===== src/common/rename_pkg.sv =====
`default_nettype none

package rename_pkg;

    localparam int FL_DEPTH      = 128;
    localparam int ARCH_REGS     = 32;
    localparam int FL_RESET_BASE = 32; // first tag past the initial arch mapping

    // physical register tag
    typedef logic [7:0] tag_t;

    // architectural register index
    typedef logic [$clog2(ARCH_REGS)-1:0] arch_t;

    // free list ring index, wraps at FL_DEPTH
    typedef logic [$clog2(FL_DEPTH)-1:0] fl_idx_t;

endpackage

`default_nettype wire

===== src/common/ckpt_pkg.sv =====
`default_nettype none

package ckpt_pkg;

    import rename_pkg::*;

    localparam int CKPT_PAGES = 8;

    typedef logic [$clog2(CKPT_PAGES)-1:0] page_t;

    typedef enum logic {
        REGION_RAT = 1'b0,
        REGION_FL  = 1'b1
    } ckpt_region_e;

    // whole ring plus head, 1031 bits
    typedef struct packed {
        tag_t [FL_DEPTH-1:0] ring;
        fl_idx_t             head;
    } fl_snap_t;

    typedef struct packed {
        tag_t [ARCH_REGS-1:0] map;
    } rat_snap_t;

    typedef struct packed {
        logic         valid;
        logic         write; // 1 = save, 0 = read back
        ckpt_region_e region;
        page_t        page;
    } ckpt_req_t;

endpackage

`default_nettype wire


===== src/rat/rat_table.sv =====
`timescale 1ns/10ps
`default_nettype none

module rat_table
    import rename_pkg::*, ckpt_pkg::*;
(
    input  wire logic      clk,
    input  wire logic      arst_n,
    input  wire logic      flush,
    input  wire logic      rename_ok,
    input  wire arch_t     rename_arch,
    input  wire tag_t      head_tag,
    output tag_t           cur_tag,
    output rat_snap_t      rat_snap,
    input  wire rat_snap_t rd_rat,
    input  wire logic      load_rat,
    output tag_t           prev_tag,
    output logic           rename_done
);

    typedef tag_t [ARCH_REGS-1:0] map_t;

    map_t map;

    // identity mapping, arch reg i lives in tag i
    function automatic map_t base_map();
        map_t m;
        for (int i = 0; i < ARCH_REGS; i++) begin
            m[i] = tag_t'(i);
        end
        return m;
    endfunction

    assign cur_tag      = map[rename_arch]; // tag about to be displaced
    assign rat_snap.map = map;

    always_ff @(posedge clk or negedge arst_n) begin
        if (!arst_n) begin
            map <= base_map();
        end else if (flush) begin
            map <= base_map();
        end else if (load_rat) begin
            map <= rd_rat.map;
        end else if (rename_ok) begin
            map[rename_arch] <= head_tag;
        end
    end

    always_ff @(posedge clk or negedge arst_n) begin
        if (!arst_n) begin
            rename_done <= 1'b0;
        end else if (flush) begin
            rename_done <= 1'b0;
        end else begin
            rename_done <= rename_ok;
        end
    end

    always_ff @(posedge clk) begin
        if (rename_ok) begin
            prev_tag <= cur_tag;
        end
    end

endmodule

`default_nettype wire


===== config.mk =====
export PLATFORM = sky130hd
export DESIGN_NAME = rat_table
export DESIGN_NICKNAME = d
export VERILOG_FILES = /design/src/common/rename_pkg.sv /design/src/common/ckpt_pkg.sv /design/src/rat/rat_table.sv
export SDC_FILE = /design/constraint.sdc
export NUM_CORES = 1
export LEC_CHECK = 0
export BUFFER_PORTS_ARGS = -buffer_cell sky130_fd_sc_hd__buf_2
export CAP_MARGIN = 25
export CORE_AREA = 2 2 211 213
export CTS_BUF_LIST = sky130_fd_sc_hd__clkbuf_2 sky130_fd_sc_hd__clkbuf_4 sky130_fd_sc_hd__clkbuf_8
export DETAILED_ROUTE_END_ITERATION = 10
export DIE_AREA = 0 0 213 215
export GPL_TIMING_DRIVEN = 0
export PLACE_DENSITY = 0.72
export SKIP_CTS_REPAIR_TIMING = 1
export SLEW_MARGIN = 20
export SYNTH_ARGS = -nofsm -noshare
export SYNTH_HDL_FRONTEND = slang
export SYNTH_SLANG_ARGS = --single-unit

===== constraint.sdc =====
create_clock -name clk -period 1.23 [get_ports clk]
set_input_delay 0 -clock clk [delete_from_list [all_inputs] [get_ports clk]]
set_output_delay 0 -clock clk [all_outputs]
set_load 0.01 [all_outputs]

Yosys cells after proc, flatten, opt, wreduce, memory -nomap -nowiden
Cells that the tools add are included.
{"block": "op_classes", "order_cmp": 2, "muxes": 9, "reduce_logical": 2}
{"op": "$mux 256", "n": 3}
{"op": "$bwmux 256", "n": 1}
{"op": "$bmux 8 s5", "n": 1}
{"op": "$demux 8 s5", "n": 1}
{"op": "$mux 8", "n": 2}
{"op": "$lt 5x6->1 const B", "n": 1}
{"op": "$ge 5x1->1 const B", "n": 1}
{"op": "$reduce_bool 3->1", "n": 1}
{"op": "$logic_and 1x1->1", "n": 1}
{"op": "$mux 1", "n": 1}
{"block": "word_totals", "regBits": 265, "out_inout_bits": 273}

Logic depth before layout (Yosys ltp)
{"block": "depth", "ltp_word": 8, "mapped_depth": 7, "ltp_nobuf": 4}

Worst setup path after synthesis
OpenSTA, ideal clock, no wires.
{"block": "synth_timing", "path_kind": "input to register", "start": "input rename_arch[0]", "end": "register prev_tag[3], data pin", "setup_time_ns": 0.287, "arrival_time_ns": 1.232, "required_ns": 0.943, "slack_ns": -0.288, "stages": 7, "n_path_buf": 3, "path_cell_list": "buf_6 buf_6 buf_2 mux2i_1 o22ai_1 nor4_1 nand2_1"}
{"block": "synth_between", "elab_chain_cells": 2}
{"element": "start: declaration", "line_no": "rat_table.sv:11", "text": "input wire arch_t rename_arch,"}
{"element": "$bmux 8 s5", "line_no": "rat_table.sv:34", "text": "assign cur_tag = map[rename_arch];"}
{"element": "$mux 8 (not written as such)", "line_no": "rat_table.sv:34"}
{"element": "net cur_tag[3]", "line_no": "rat_table.sv:13", "text": "output tag_t cur_tag,"}
{"element": "end signal: assignment", "line_no": "rat_table.sv:61", "text": "prev_tag <= cur_tag;"}
{"element": "end: declaration", "line_no": "rat_table.sv:17", "text": "output tag_t prev_tag,"}
The timed path passes the listed nets, and every way through them passes these cells. The select of a mux whose other input is x is not followed.
A chain may end at the register's enable or synchronous reset.

Worst setup path after layout
{"block": "layout_timing", "start": "register map, in the netlist rat_snap[68]", "end": "output cur_tag[4]"}
{"block": "layout_between", "elab_chain_cells": 2}
{"element": "start: declaration", "line_no": "rat_table.sv:23", "text": "map_t map;"}
{"element": "start signal: assignment", "line_no": "rat_table.sv:39", "text": "map <= base_map();"}
{"element": "start signal: assignment", "line_no": "rat_table.sv:41", "text": "map <= base_map();"}
{"element": "start signal: assignment", "line_no": "rat_table.sv:43", "text": "map <= rd_rat.map;"}
{"element": "$bmux 8 s5", "line_no": "rat_table.sv:34"}
{"element": "$mux 8 (not written as such)", "line_no": "rat_table.sv:34"}
{"element": "end: declaration", "line_no": "rat_table.sv:13"}
No other way between the ends. The select of a mux whose other input is x is not followed.

==> results.sh <==
export IMPL_syn_nets=1626
export IMPL_io_pins=547
export IMPL_synth_edff_count=8
export IMPL_ys_seq_area_share_pct=45.05
export IMPL_ir_drop_v=0.0006328
export IMPL_arrival_ns=2.34
export IMPL_power_leakage_uw=0.01049
export IMPL_vias=17730
export IMPL_tightest_slew_ns=1.085
export IMPL_yosysWarningCount=0
export IMPL_status="complete, but fails checks"
export IMPL_rsz0062_at_grt="yes"
export IMPL_num_nets_final=2509
export IMPL_setup_viol=186
export IMPL_postSynthAreaPerCell_um2=11.12
export IMPL_core_mm2=0.04364
export IMPL_layout_commonest_cell="buf_2"
export IMPL_grt_pass1_wl_um=116600
export IMPL_syn_instance_count=1352
export IMPL_final_cell_mix="buf_2, dlygate4sd3_1, a22oi_1, o2bb2ai_1, dfrtp_1"
export IMPL_drt_initial_drc_count=2246
export IMPL_numCtsBuffers=47
export IMPL_firstDrtPassIters=5
export IMPL_antenna_found_initial=3
export IMPL_clkSinkCount=265
export IMPL_finalHoldViolCount=38
export IMPL_dp_slack_ns=-1.468
export IMPL_setup_worst_path_end_class="output port"
export IMPL_crit_required_ns=1.23
export IMPL_dp_hpwl_um=65800
export IMPL_fin_skew_ns=0.02643
export IMPL_die_h_um=215
export IMPL_power_density_mw_per_mm2=1071
export IMPL_hp_class="in -> async"
export IMPL_min_period_ns=2.340
export IMPL_grt_pass1_vias=15410
export IMPL_synthToLayoutAreaGrowth_pct=62.73
export IMPL_post_route_period_util_pct=190.2
export IMPL_cts_clk_slew_worst_paths_ns=0.07
export IMPL_ys_async_sr_fraction_pct=96.98
export IMPL_hold_slack_ns=-0.07743
export IMPL_start_util_pct=34.44
export IMPL_synth_flop_cell="dfrtp_1"
export IMPL_vias_per_cell=6.181
export IMPL_wl_per_cell_um=31.84
export IMPL_clock_latency_ns=0.65
export IMPL_rows=77
export IMPL_setup_slack_ns=-1.110
export IMPL_grt_overflow=0
export IMPL_drv_slew=0
export IMPL_cts_buffer_depth=3
export IMPL_netlist_area_mm2=0.01503
export IMPL_drc_errors=0
export IMPL_crit_fanout=3
export IMPL_maxClockFrequency_mhz=427.4
export IMPL_yosysUniqueCellTypes=46
export IMPL_cp_start_kind="flip-flop"
export IMPL_htreeDepth=2
export IMPL_fp_dieArea_mm2=0.04580
export IMPL_crit_type="reg -> out"
export IMPL_drive_gt1_share_pct=45.73
export IMPL_gp_congestion=1.017
export IMPL_wl_um=91320
export IMPL_postRouteAntennaNets=0
export IMPL_cts_tree="built"
export IMPL_track_usage_pct=36.17
export IMPL_die_x_um=213
export IMPL_slew_headroom_pct=27.66
export IMPL_synth_seq_cells=265
export IMPL_grt_max_degree=95
export IMPL_root_buffer="clkbuf_8"
export IMPL_drv_cap=0
export IMPL_violations="hold timing, setup timing"
export IMPL_portBuffers=543
==> sequential cells by signal (all words and copies together) (netlist names) <==
name,flops
rat_snap,256
prev_tag,8
rename_done,1
==> power by group <==
part	leakage [uW]	switching, uW	internal, uW
sequential	0.00323	680	9430
clock	0.000586	4200	5490
combinational	0.00667	3500	2900
total	0.0105	8380	17800
==> critical path, cell delays in order (launching register included) <==
cell and delay [ns]:
dfrtp_1 0.44, mux2i_1 0.28, o22ai_1 0.24, nor4_2 0.31
nand2_1 0.09, buf_4 0.18, buf_2 0.14
==> area by class of cell <==
| type | count | area, um^2 |
|---|---|---|
| Clock buffer | 78 | 985.9 |
| Buffer | 134 | 902.1 |
| Timing Repair Buffer | 839 | 6405 |
| Clock inverter | 10 | 106.4 |
| Inverter | 5 | 18.77 |
| Multi-Input combinational cell | 943 | 8482 |
| Fill cell | 3615 | 19190 |
| Sequential cell | 265 | 6812 |
| Tap cell | 592 | 740.7 |
| Antenna cell | 2 | 5.005 |
==> routing by layer <==
metal	routed length [um]	vias up	GRT usage, %
met2	40460	1520	56.80
met5	0	-	0
met4	6502	0	15.01
met3	9212	406	8.067
met1	35140	8644	47.97
li1	-	7156	-
==> cell usage after synthesis, drive strengths merged, types with 5 or more instances <==
| library cell | instances | area, um^2 |
|---|---|---|
| a21o | 26 | 195.2 |
| a21oi | 112 | 673.1 |
| a22oi | 176 | 1321 |
| a2bb2oi | 5 | 50.04 |
| and2 | 8 | 50.05 |
| buf | 70 | 419.2 |
| clkbuf | 69 | 260.2 |
| dfrtp | 177 | 4429 |
| dfstp | 80 | 2102 |
| edfxtp | 8 | 240.2 |
| inv | 5 | 18.77 |
| mux2i | 128 | 1281 |
| nand2 | 10 | 47.55 |
| nor2 | 33 | 392.9 |
| nor2b | 81 | 506.7 |
| nor4 | 16 | 100.1 |
| o22a | 75 | 656.9 |
| o22ai | 64 | 400.4 |
| o2bb2ai | 176 | 1541 |
==> cells by family after synthesis <==
logic type / count (synthesis) / synth area share, %
and+or+nand+nor: 181 / 9.582
buffers and inverters: 144 / 4.645
AOI/OAI and AO/OA: 634 / 32.19
muxes: 128 / 8.525
DFF: 265 / 45.05
==> stage by stage <==
stage	total power [uW]	TNS [ns]	instances	instance area [um^2]	util, %
finish	26200	-21.84	2868	24460	56.04
global route	26790	-25.20	2866	24450	56.03
CTS	24420	-138.91	2581	19820	45.42
detailed placement	14910	-298.55	2493	18730	42.92
global placement	14810	-1343.73	2487	18620	42.67
floorplan	12220	-1.239	1352	15160	-
==> path summary, 6_finish.rpt <==
kind                              start            end  slack (ns)  cells past startpoint
setup / recovery           rat_snap[68]     cur_tag[4]       -1.11                      6
hold / removal                   arst_n  rat_snap[197]       -0.08                      2
setup reg to reg           rat_snap[68]    prev_tag[4]       -0.57                      5
hold reg to reg             rat_snap[8]    rat_snap[8]        0.48                      2
max in group asynchronous        arst_n   rat_snap[55]        0.32                      3
min in group clk            head_tag[5]   rat_snap[13]       -0.01                      4
(Power assumes the default switching activity.)
