`src/common/rename_pkg.sv`:
```
`default_nettype none

package rename_pkg;

    localparam int FL_DEPTH      = 128;
    localparam int ARCH_REGS     = 32;
    localparam int FL_RESET_BASE = 32; // first tag past the initial arch mapping

    // physical register tag
    typedef logic [7:0] tag_t;

    // architectural register index
    typedef logic [$clog2(ARCH_REGS)-1:0] arch_t;

    // free list ring index, wraps at FL_DEPTH
    typedef logic [$clog2(FL_DEPTH)-1:0] fl_idx_t;

endpackage

`default_nettype wire
```
`src/common/ckpt_pkg.sv`:
```
`default_nettype none

package ckpt_pkg;

    import rename_pkg::*;

    localparam int CKPT_PAGES = 8;

    typedef logic [$clog2(CKPT_PAGES)-1:0] page_t;

    typedef enum logic {
        REGION_RAT = 1'b0,
        REGION_FL  = 1'b1
    } ckpt_region_e;

    // whole ring plus head, 1031 bits
    typedef struct packed {
        tag_t [FL_DEPTH-1:0] ring;
        fl_idx_t             head;
    } fl_snap_t;

    typedef struct packed {
        tag_t [ARCH_REGS-1:0] map;
    } rat_snap_t;

    typedef struct packed {
        logic         valid;
        logic         write; // 1 = save, 0 = read back
        ckpt_region_e region;
        page_t        page;
    } ckpt_req_t;

endpackage

`default_nettype wire

```
`src/logic/ckpt_arbiter.sv`:
```
`timescale 1ns/10ps
`default_nettype none

module ckpt_arbiter
    import ckpt_pkg::*;
(
    input  wire logic  clk,
    input  wire logic  arst_n,
    input  wire logic  flush,
    input  wire logic  rename_en,
    input  wire logic  save,
    input  wire logic  restore,
    input  wire page_t ckpt_page,
    output logic       rename_ok,
    output ckpt_req_t  req,
    output logic       load_rat,
    output logic       load_fl,
    output logic       ckpt_busy
);

    typedef enum logic [2:0] {
        IDLE,
        SAVE_RAT,
        SAVE_FL,
        RD_RAT,
        RD_FL,
        RD_WAIT
    } state_e;

    state_e state;
    page_t  page_q;

    always_ff @(posedge clk or negedge arst_n) begin
        if (!arst_n) begin
            state <= IDLE;
        end else if (flush) begin
            state <= IDLE; // a write granted this cycle still lands
        end else begin
            case (state)
                IDLE: begin
                    if (save) begin
                        state <= SAVE_RAT; // save wins over restore
                    end else if (restore) begin
                        state <= RD_RAT;
                    end
                end
                SAVE_RAT: state <= SAVE_FL;
                RD_RAT:   state <= RD_FL;
                RD_FL:    state <= RD_WAIT;
                default:  state <= IDLE;
            endcase
        end
    end

    always_ff @(posedge clk) begin
        if (state == IDLE && (save || restore)) begin
            page_q <= ckpt_page;
        end
    end

    assign ckpt_busy = (state != IDLE);
    assign rename_ok = rename_en && !ckpt_busy && !save && !restore && !flush;

    assign req.valid  = ckpt_busy && (state != RD_WAIT);
    assign req.write  = (state == SAVE_RAT) || (state == SAVE_FL);
    assign req.region = (state == SAVE_FL || state == RD_FL) ? REGION_FL : REGION_RAT;
    assign req.page   = page_q;

    // store read data shows up one cycle after the request
    assign load_rat = (state == RD_FL);
    assign load_fl  = (state == RD_WAIT);

endmodule

`default_nettype wire

```
`config.mk`:
```
export PLATFORM = sky130hd
export DESIGN_NAME = ckpt_arbiter
export DESIGN_NICKNAME = d
export VERILOG_FILES = /design/src/common/rename_pkg.sv /design/src/common/ckpt_pkg.sv /design/src/logic/ckpt_arbiter.sv
export SDC_FILE = /design/constraint.sdc
export NUM_CORES = 1
export LEC_CHECK = 0
export BUFFER_PORTS_ARGS = -buffer_cell sky130_fd_sc_hd__buf_2
export CORE_AREA = 2 2 39 41
export DETAILED_ROUTE_END_ITERATION = 6
export DIE_AREA = 0 0 41 43
export GPL_TIMING_DRIVEN = 0
export HOLD_SLACK_MARGIN = 0.02
export PLACE_DENSITY = 0.6
export SLEW_MARGIN = 20
export SYNTH_ARGS = -nofsm -noshare
export SYNTH_HDL_FRONTEND = slang
export SYNTH_SLANG_ARGS = --single-unit
```
`constraint.sdc`:
```
create_clock -name clk -period 1.1 [get_ports clk]
set_input_delay 0.22 -clock clk [delete_from_list [all_inputs] [get_ports clk]]
set_output_delay 0.22 -clock clk [all_outputs]
set_load 0.05 [all_outputs]
```
---- Word level (Yosys, flattened, before mapping) ----
Cells that the tools add are included.
Widths: inputs -> output; s select.
storage, ports and cells
  input bits .............................. 9
  output and inout port bits .............. 10
  bits in registers ....................... 6
cells by class
  equality and inequality tests ........... 7
  reduce and logical (&&, ||, !) cells .... 15
  multiplexer cells ....................... 5
operators by type and width
  operator            number
  $pmux 3 s4          1
  $mux 3              3
  $eq 3x2->1 const B  2
  $eq 3x3->1 const B  2
  $logic_and 1x1->1   6
  $logic_not 1->1     4
  $ne 4x4->1 const B  1
  $eq 3x1->1 const B  1
  $logic_not 3->1     1
  $logic_or 1x1->1    3
  $ne 3x3->1 const B  1
  $reduce_bool 3->1   1
  $mux 1              1

---- Longest topological paths before layout ----
Gate-level depths: netlist of run 1.
  word-level depth ........................ 6
  depth in mapped cells ................... 4

---- Worst setup path before layout of run 1 ----
Ideal clock, no wire load.
  path kind ............................... flip-flop to output port
  from .................................... reg state[2]
  to ...................................... out req[5] in the netlist's numbering
  buffers on the path ..................... 1
  cell stages (with the launch flop) ...... 4
  slack ................................... -0.698 ns
  data required time ...................... 0.880 ns
  arrival time ............................ 1.578 ns
  cell sequence ........................... dfrtp_1 -> buf_4 -> and3b_1 -> nor2_1
RTL lines
  item                    RTL line            source
  start, declared         ckpt_arbiter.sv:30  state_e state;
  start signal, assigned  ckpt_arbiter.sv:35  state <= IDLE;
  start signal, assigned  ckpt_arbiter.sv:37  state <= IDLE;
  start signal, assigned  ckpt_arbiter.sv:42  state <= SAVE_RAT;
  end, declared           ckpt_arbiter.sv:15  output ckpt_req_t req,

---- Worst setup path in the final report of run 1 ----
  from .................................... reg state[2]
  to ...................................... out rename_ok
between the ends
  word-level cells in the longest chain between the ends .. 6
RTL lines
  item                             RTL line            source
  $reduce_bool 3->1                ckpt_arbiter.sv:61  assign ckpt_busy = (state != IDLE);
  $logic_not 1->1                  ckpt_arbiter.sv:62  assign rename_ok = rename_en && !ckpt_busy && !save && !restore && !flush;
  $logic_and 1x1->1 (4 in series)  ckpt_arbiter.sv:62
  end, declared                    ckpt_arbiter.sv:14  output logic rename_ok,
Every way passes these cells.

==> results of run 1 <==
==> final timing paths <==
| check | slack, ps | end | depth (start not counted) |
|---|---|---|---|
| worst max-delay path | -430 | rename_ok | 4 |
| worst min-delay path | 150 | page_q[0]$_DFFE_PP_ | 1 |
| worst max register to register | -230 | page_q[0]$_DFFE_PP_ | 5 |
| worst min register to register | 610 | state[0]$_DFFE_PN0P_ | 2 |
| max in group asynchronous | 690 | state[2]$_DFFE_PN0P_ | 2 |
| min in group asynchronous | 310 | state[0]$_DFFE_PN0P_ | 2 |
==> synthesized netlist by cell type <==
library cell  number  area share (%)
nor3b_2            1             3.8
dfrtp_1            3              23
o21ba_2            1             3.1
nor2_1             5             5.7
nor2b_1            1             1.9
inv_1              1             1.1
buf_6              1             3.4
and4b_1            1             3.1
and3b_1            2             5.3
xnor2_1            2             5.3
buf_4              2             4.6
nor4_1             1             1.9
edfxtp_1           3              27
o21a_1             1             2.3
nor3_1             2             3.1
nor3_4             1             5.0
==> power by group through the flow <==
stage,clock network (mW),registers (mW),logic [mW]
2_1_floorplan,0,0.310,0.192
3_3_place_gp,0,0.268,0.294
3_5_place_dp,0,0.268,0.294
4_1_cts,0.211,0.266,0.373
5_1_grt,0.218,0.268,0.449
6_report,0.210,0.266,0.421
==> worst max-delay path: stages (launching register included) <==
cell and delay, ps:
dfrtp_1 370, buf_6 130, nor3_4 200, and4b_1 230
buf_6 160
==> repair_timing <==
| action | in CTS | in global routing |
|---|---|---|
| gates resized for setup | 19 | 9 |
| pin swaps | 2 | 5 |
| setup buffers | 4 | 6 |
| endpoints found under the setup margin | 10 | 10 |
| hold endpoints to repair | 3 | 0 |
| hold buffers | 1 | 0 |
==> layout by cell type, fill, tap and decap left out, types with 2 or more instances in the layout <==
cell type  count
buf_2         11
buf_4          8
buf_6         10
buf_8          2
clkbuf_4       3
dfrtp_1        3
edfxtp_1       3
nor2_2         2
nor2_4         2
nor3_2         2
==> metal layers <==
| layer | share of wire [%] | global-route usage (%) | vias to the layer above |
|---|---|---|---|
| met3 | 4.9 | 0 | 2 |
| met1 | 42 | 13.5 | 151 |
| li1 | - | - | 164 |
| met2 | 51 | 12.2 | 16 |
| met5 | 0 | 0 | - |
| met4 | 1.3 | 6.00 | 0 |
==> kinds of logic after synthesis <==
kind of cell	synth area share, %
flip-flops	50.4
AO/OA/AOI/OAI	5.34
XOR/XNOR	5.34
AND/OR/NAND/NOR	29.8
buffers and inverters	9.16
==> flip-flops by register name, indices dropped and copies added, names as in the netlist <==
signal and count:
state 3, page_q 3
==> per-stage QoR <==
stage | hold slack [ps] | std cells | util [%]
2_1_floorplan | -75.6 | 28 | -
3_3_place_gp | 17.1 | 62 | 33.0
3_5_place_dp | 17.8 | 62 | 33.0
4_1_cts | 151 | 71 | 42.8
5_1_grt | 156 | 77 | 49.1
6_report | 152 | 77 | 49.1
==> layout make-up <==
class,count,share of cell area [%]
buffer,3,4.97
tap,16,2.95
timing repair buffer,29,34.4
sequential,6,24.3
clock buffer,4,3.87
multi-input combinational,18,28.9
inverter,1,0.552
==> flow_summary.yaml, run 1 <==
logic_synthesis:
  syn-cell-area_um2: 328
  ys_ff_latch: 6
  netlist_instances: 28
  syn_avg_cell_area_um2: 11.7
  synth_seq_area_share_pct: 50.4
  ys.warnings.count: 0
  yosys.cell_types.count: 16
  synth_nets: 37
sta:
  min_period_ps: 1530
  setup_viol: 11
  clock_skew_ps: 8.54
  setup_tns_ps: -3270
  rsz0062_at_grt: "true"
  final.period_utilization_pct: 139
  slew-limit-headroom_pct: 82.4
  slew_violations: 0
  setup_ws_ps: -433
  finalHoldViolCount: 0
  fmax_mhz: 652
  worst-slew-pin-transition_ps: 261
grt:
  globalRouteOverflowTotal: 0
  grt_first_pass_wirelength_um: 1100
  grt_start_max_net_pins: 9
  grt_usage_pct: 8.96
  grt_pass1_vias: 284
  antenna_found_initial: 0
placement:
  place_area_um2: 457
  detailed_place_hpwl_um: 449
  portBuffers: 18
  gp_congestion: 0.670
  dp_slack_ps: -335
floorplan:
  rows: 14
  die_w_um: 41
  core_mm2: 0.00138
  ios: 19
  fp.dieH_um: 43
  dieArea_mm2: 0.00176
  initial_core_util_pct: 23.7
power:
  cellPowerDensity_mw_per_mm2: 1320
  clockPowerShare_pct: 23.4
  intPower_uw: 580
  p_sw_share_pct: 35.3
  p_sw_uw: 317
  p_seq_share_pct: 29.6
  p_leak_nw: 0.316
  power.total_uw: 897
  irDropWorstVdd_mv: 0.510
  pwr-share-comb_pct: 47.0
worst_setup_path:
  end_kind: "output pin"
  critPathArrivalTime_ps: 1310
  critPathLaunchType: "register"
  required_ps: 880
  r2r-start: "state[2]$_DFFE_PN0P_"
  cp-startpoint: "state[2]$_DFFE_PN0P_"
  worstPathMaxFanout: 5
  critPathKind: "reg2out"
clocking:
  cts_root_buf: "clkbuf_4"
  cts-buffers-inserted: 3
  cts_tree: "done"
  cts_sinks: 6
  cts.reportedPaths.clkPinSlew_ps: 50
  htree_levels: 1
  clockBufferDepth: 2
  clock_latency_ps: 240
cells_and_area:
  diodes: 0
  fin_area_um2: 679
  final-seq-area_um2: 165
  nets: 71
  nFillCells: 131
  multi_input_area_um2: 196
  area_delta_synth_final_pct: 107
  drive_gt1_share_pct: 77.0
min_path:
  hp-start: "ckpt_page[0]"
  hp-class: "in2reg"
route:
  vias: 333
  wl_per_cell_um: 8.92
  first_pass_iters: 4
  drt_iter0_markers: 9
  ant_nets: 0
  vias_per_cell: 4.32
  wl_um: 687
  drc: 0
flow_run:
  drv_cap: 0
run_status:
  violations: "setup timing"
  status: "finished, violations left"
No activity file was read; power rests on OpenSTA's default activity.
==> run 2: changes to the inputs <==
clock period = 1.3 ns   (was 1.1 ns; I/O delays follow)
==> run 2 against run 1 <==
The run still ends with setup timing left. Design area shrank 2.0%. Non-clock buffer count unchanged. Via count shrank 1.8%. Hold slack better by 35 ps. Critical endpoint unchanged. Sequential power fell by 15%. Clock skew is 1.4 ps lower. Largest cell class unchanged. Utilization shrank 0.99 points.
==> flow_summary.yaml, run 2 (synthesis results as in run 1) <==
floorplan:
  fp.dieH_um: 43
  ios: 19
  rows: 14
  core_mm2: 0.00138
  initial_core_util_pct: 23.7
  die_w_um: 41
  dieArea_mm2: 0.00176
clocking:
  cts_root_buf: "clkbuf_4"
  clockBufferDepth: 2
  cts.reportedPaths.clkPinSlew_ps: 50
  cts_sinks: 6
  htree_levels: 1
  cts_tree: "done"
  clock_latency_ps: 240
  cts-buffers-inserted: 3
flow_run:
  drv_cap: 0
route:
  vias: 327
  vias_per_cell: 4.25
  drc: 0
  drt_iter0_markers: 4
  wl_per_cell_um: 9.60
  first_pass_iters: 2
  wl_um: 739
  ant_nets: 0
sta:
  setup_viol: 10
  holdWs_ps: 187
  slew_violations: 0
  setup_ws_ps: -276
  finalHoldViolCount: 0
  final.period_utilization_pct: 121
  worst-slew-pin-transition_ps: 247
  setup_tns_ps: -1490
  fmax_mhz: 634
  slew-limit-headroom_pct: 83.6
  rsz0062_at_grt: "true"
  clock_skew_ps: 7.17
  min_period_ps: 1580
worst_setup_path:
  path_buf_inv: 2
  critical_path.cell_chain: "buf_6 > nor3_4 > and4b_1 > buf_6"
  required_ps: 1040
  r2r-start: "state[2]$_DFFE_PN0P_"
  critPathLaunchType: "register"
  worstPathMaxFanout: 5
  r2r_cells: 5
  crit_family: "simple AND/OR/NAND/NOR gates"
  critPathArrivalTime_ps: 1320
  critPathKind: "reg2out"
  max_stage_delay_ps: 360
  crit_top_cell: "buf_6"
  end_kind: "output pin"
  crit_path_top_delay_cell: "dfrtp_1"
  r2r_slack_ps: -20
  r2r-end: "page_q[0]$_DFFE_PP_"
cells_and_area:
  nFillCells: 127
  area_delta_synth_final_pct: 103
  nets: 71
  final_cell_mix: "buf_6, buf_2, buf_4"
  diodes: 0
  reg.largest.list: "page_q x3, state x3"
  drive_gt1_share_pct: 72.1
  fin_cells: 77
placement:
  portBuffers: 18
  dp_slack_ps: -172
  gp_congestion: 0.645
  place_inst: 62
  detailed_place_hpwl_um: 460
run_status:
  status: "finished, violations left"
  violations: "setup timing"
power:
  power.total_uw: 769
  cellPowerDensity_mw_per_mm2: 1160
  irDropWorstVdd_mv: 0.379
  p_leak_nw: 0.313
min_path:
  hold_end: "page_q[2]$_DFFE_PP_"
  hold_depth: 1
  hp-start: "ckpt_page[2]"
  hp-class: "in2reg"
grt:
  grt_pass1_vias: 276
  grt_usage_pct: 8.95
  grt_start_max_net_pins: 9
  antenna_found_initial: 0
  grt_first_pass_wirelength_um: 1040
  globalRouteOverflowTotal: 0
==> run 2: cell counts in the layout (fill, tap and decap cells not counted) <==
No cell type changed its count.
==> run 2: stage by stage <==
step	utilization (%)	instance area [µm²]
floorplan	-	345
global placement	32.9	455
detailed placement	32.9	455
CTS	42.2	584
global route	48.1	666
finish	48.1	666
==> run 2: report_power, final <==
group | internal (mW) | total [mW] | leakage [nW] | switching, mW
logic | 0.158 | 0.360 | 0.229 | 0.202
clock network | 0.116 | 0.185 | 0.0150 | 0.0683
registers | 0.220 | 0.225 | 0.0692 | 0.00461
==> run 2: worst max-delay path by stage <==
stage                                     from                  end  slack (ps)  cells past startpoint
after CTS                 state[0]$_DFFE_PN0P_            rename_ok        -290                      4
after detailed placement  state[0]$_DFFE_PN0P_            rename_ok        -170                      4
after global placement    state[0]$_DFFE_PN0P_            rename_ok        -170                      4
final                     state[2]$_DFFE_PN0P_            rename_ok        -280                      4
after global routing      state[2]$_DFFE_PN0P_            rename_ok        -340                      4
after floorplan           state[1]$_DFFE_PN0P_  page_q[0]$_DFFE_PP_        -250                      4
==> run 2: area by class of cell <==
class                      instances  area [µm²]  area share, %
buffer                             3        33.8           5.08
clock buffer                       4        26.3           3.95
inverter                           1        3.75          0.564
multi-input combinational         18         179           26.9
sequential                         6         165           24.8
tap                               16        20.0           3.01
timing repair buffer              29         238           35.7
==> run 2: what timing repair did <==
item / in CTS / in global routing
resized for setup: 18 / 10
hold buffers: 1 / 0
pin swaps: 4 / 5
endpoints found under the hold margin: 3 / 0
setup buffers: 5 / 5
setup endpoints to repair: 10 / 10
==> run 2: per-layer routing <==
layer	GRT usage, %	vias up	wire, µm
met3	1.57	0	44
li1	-	162	-
met5	0	-	0
met2	11.6	13	386
met4	8.00	0	0
met1	12.1	152	308
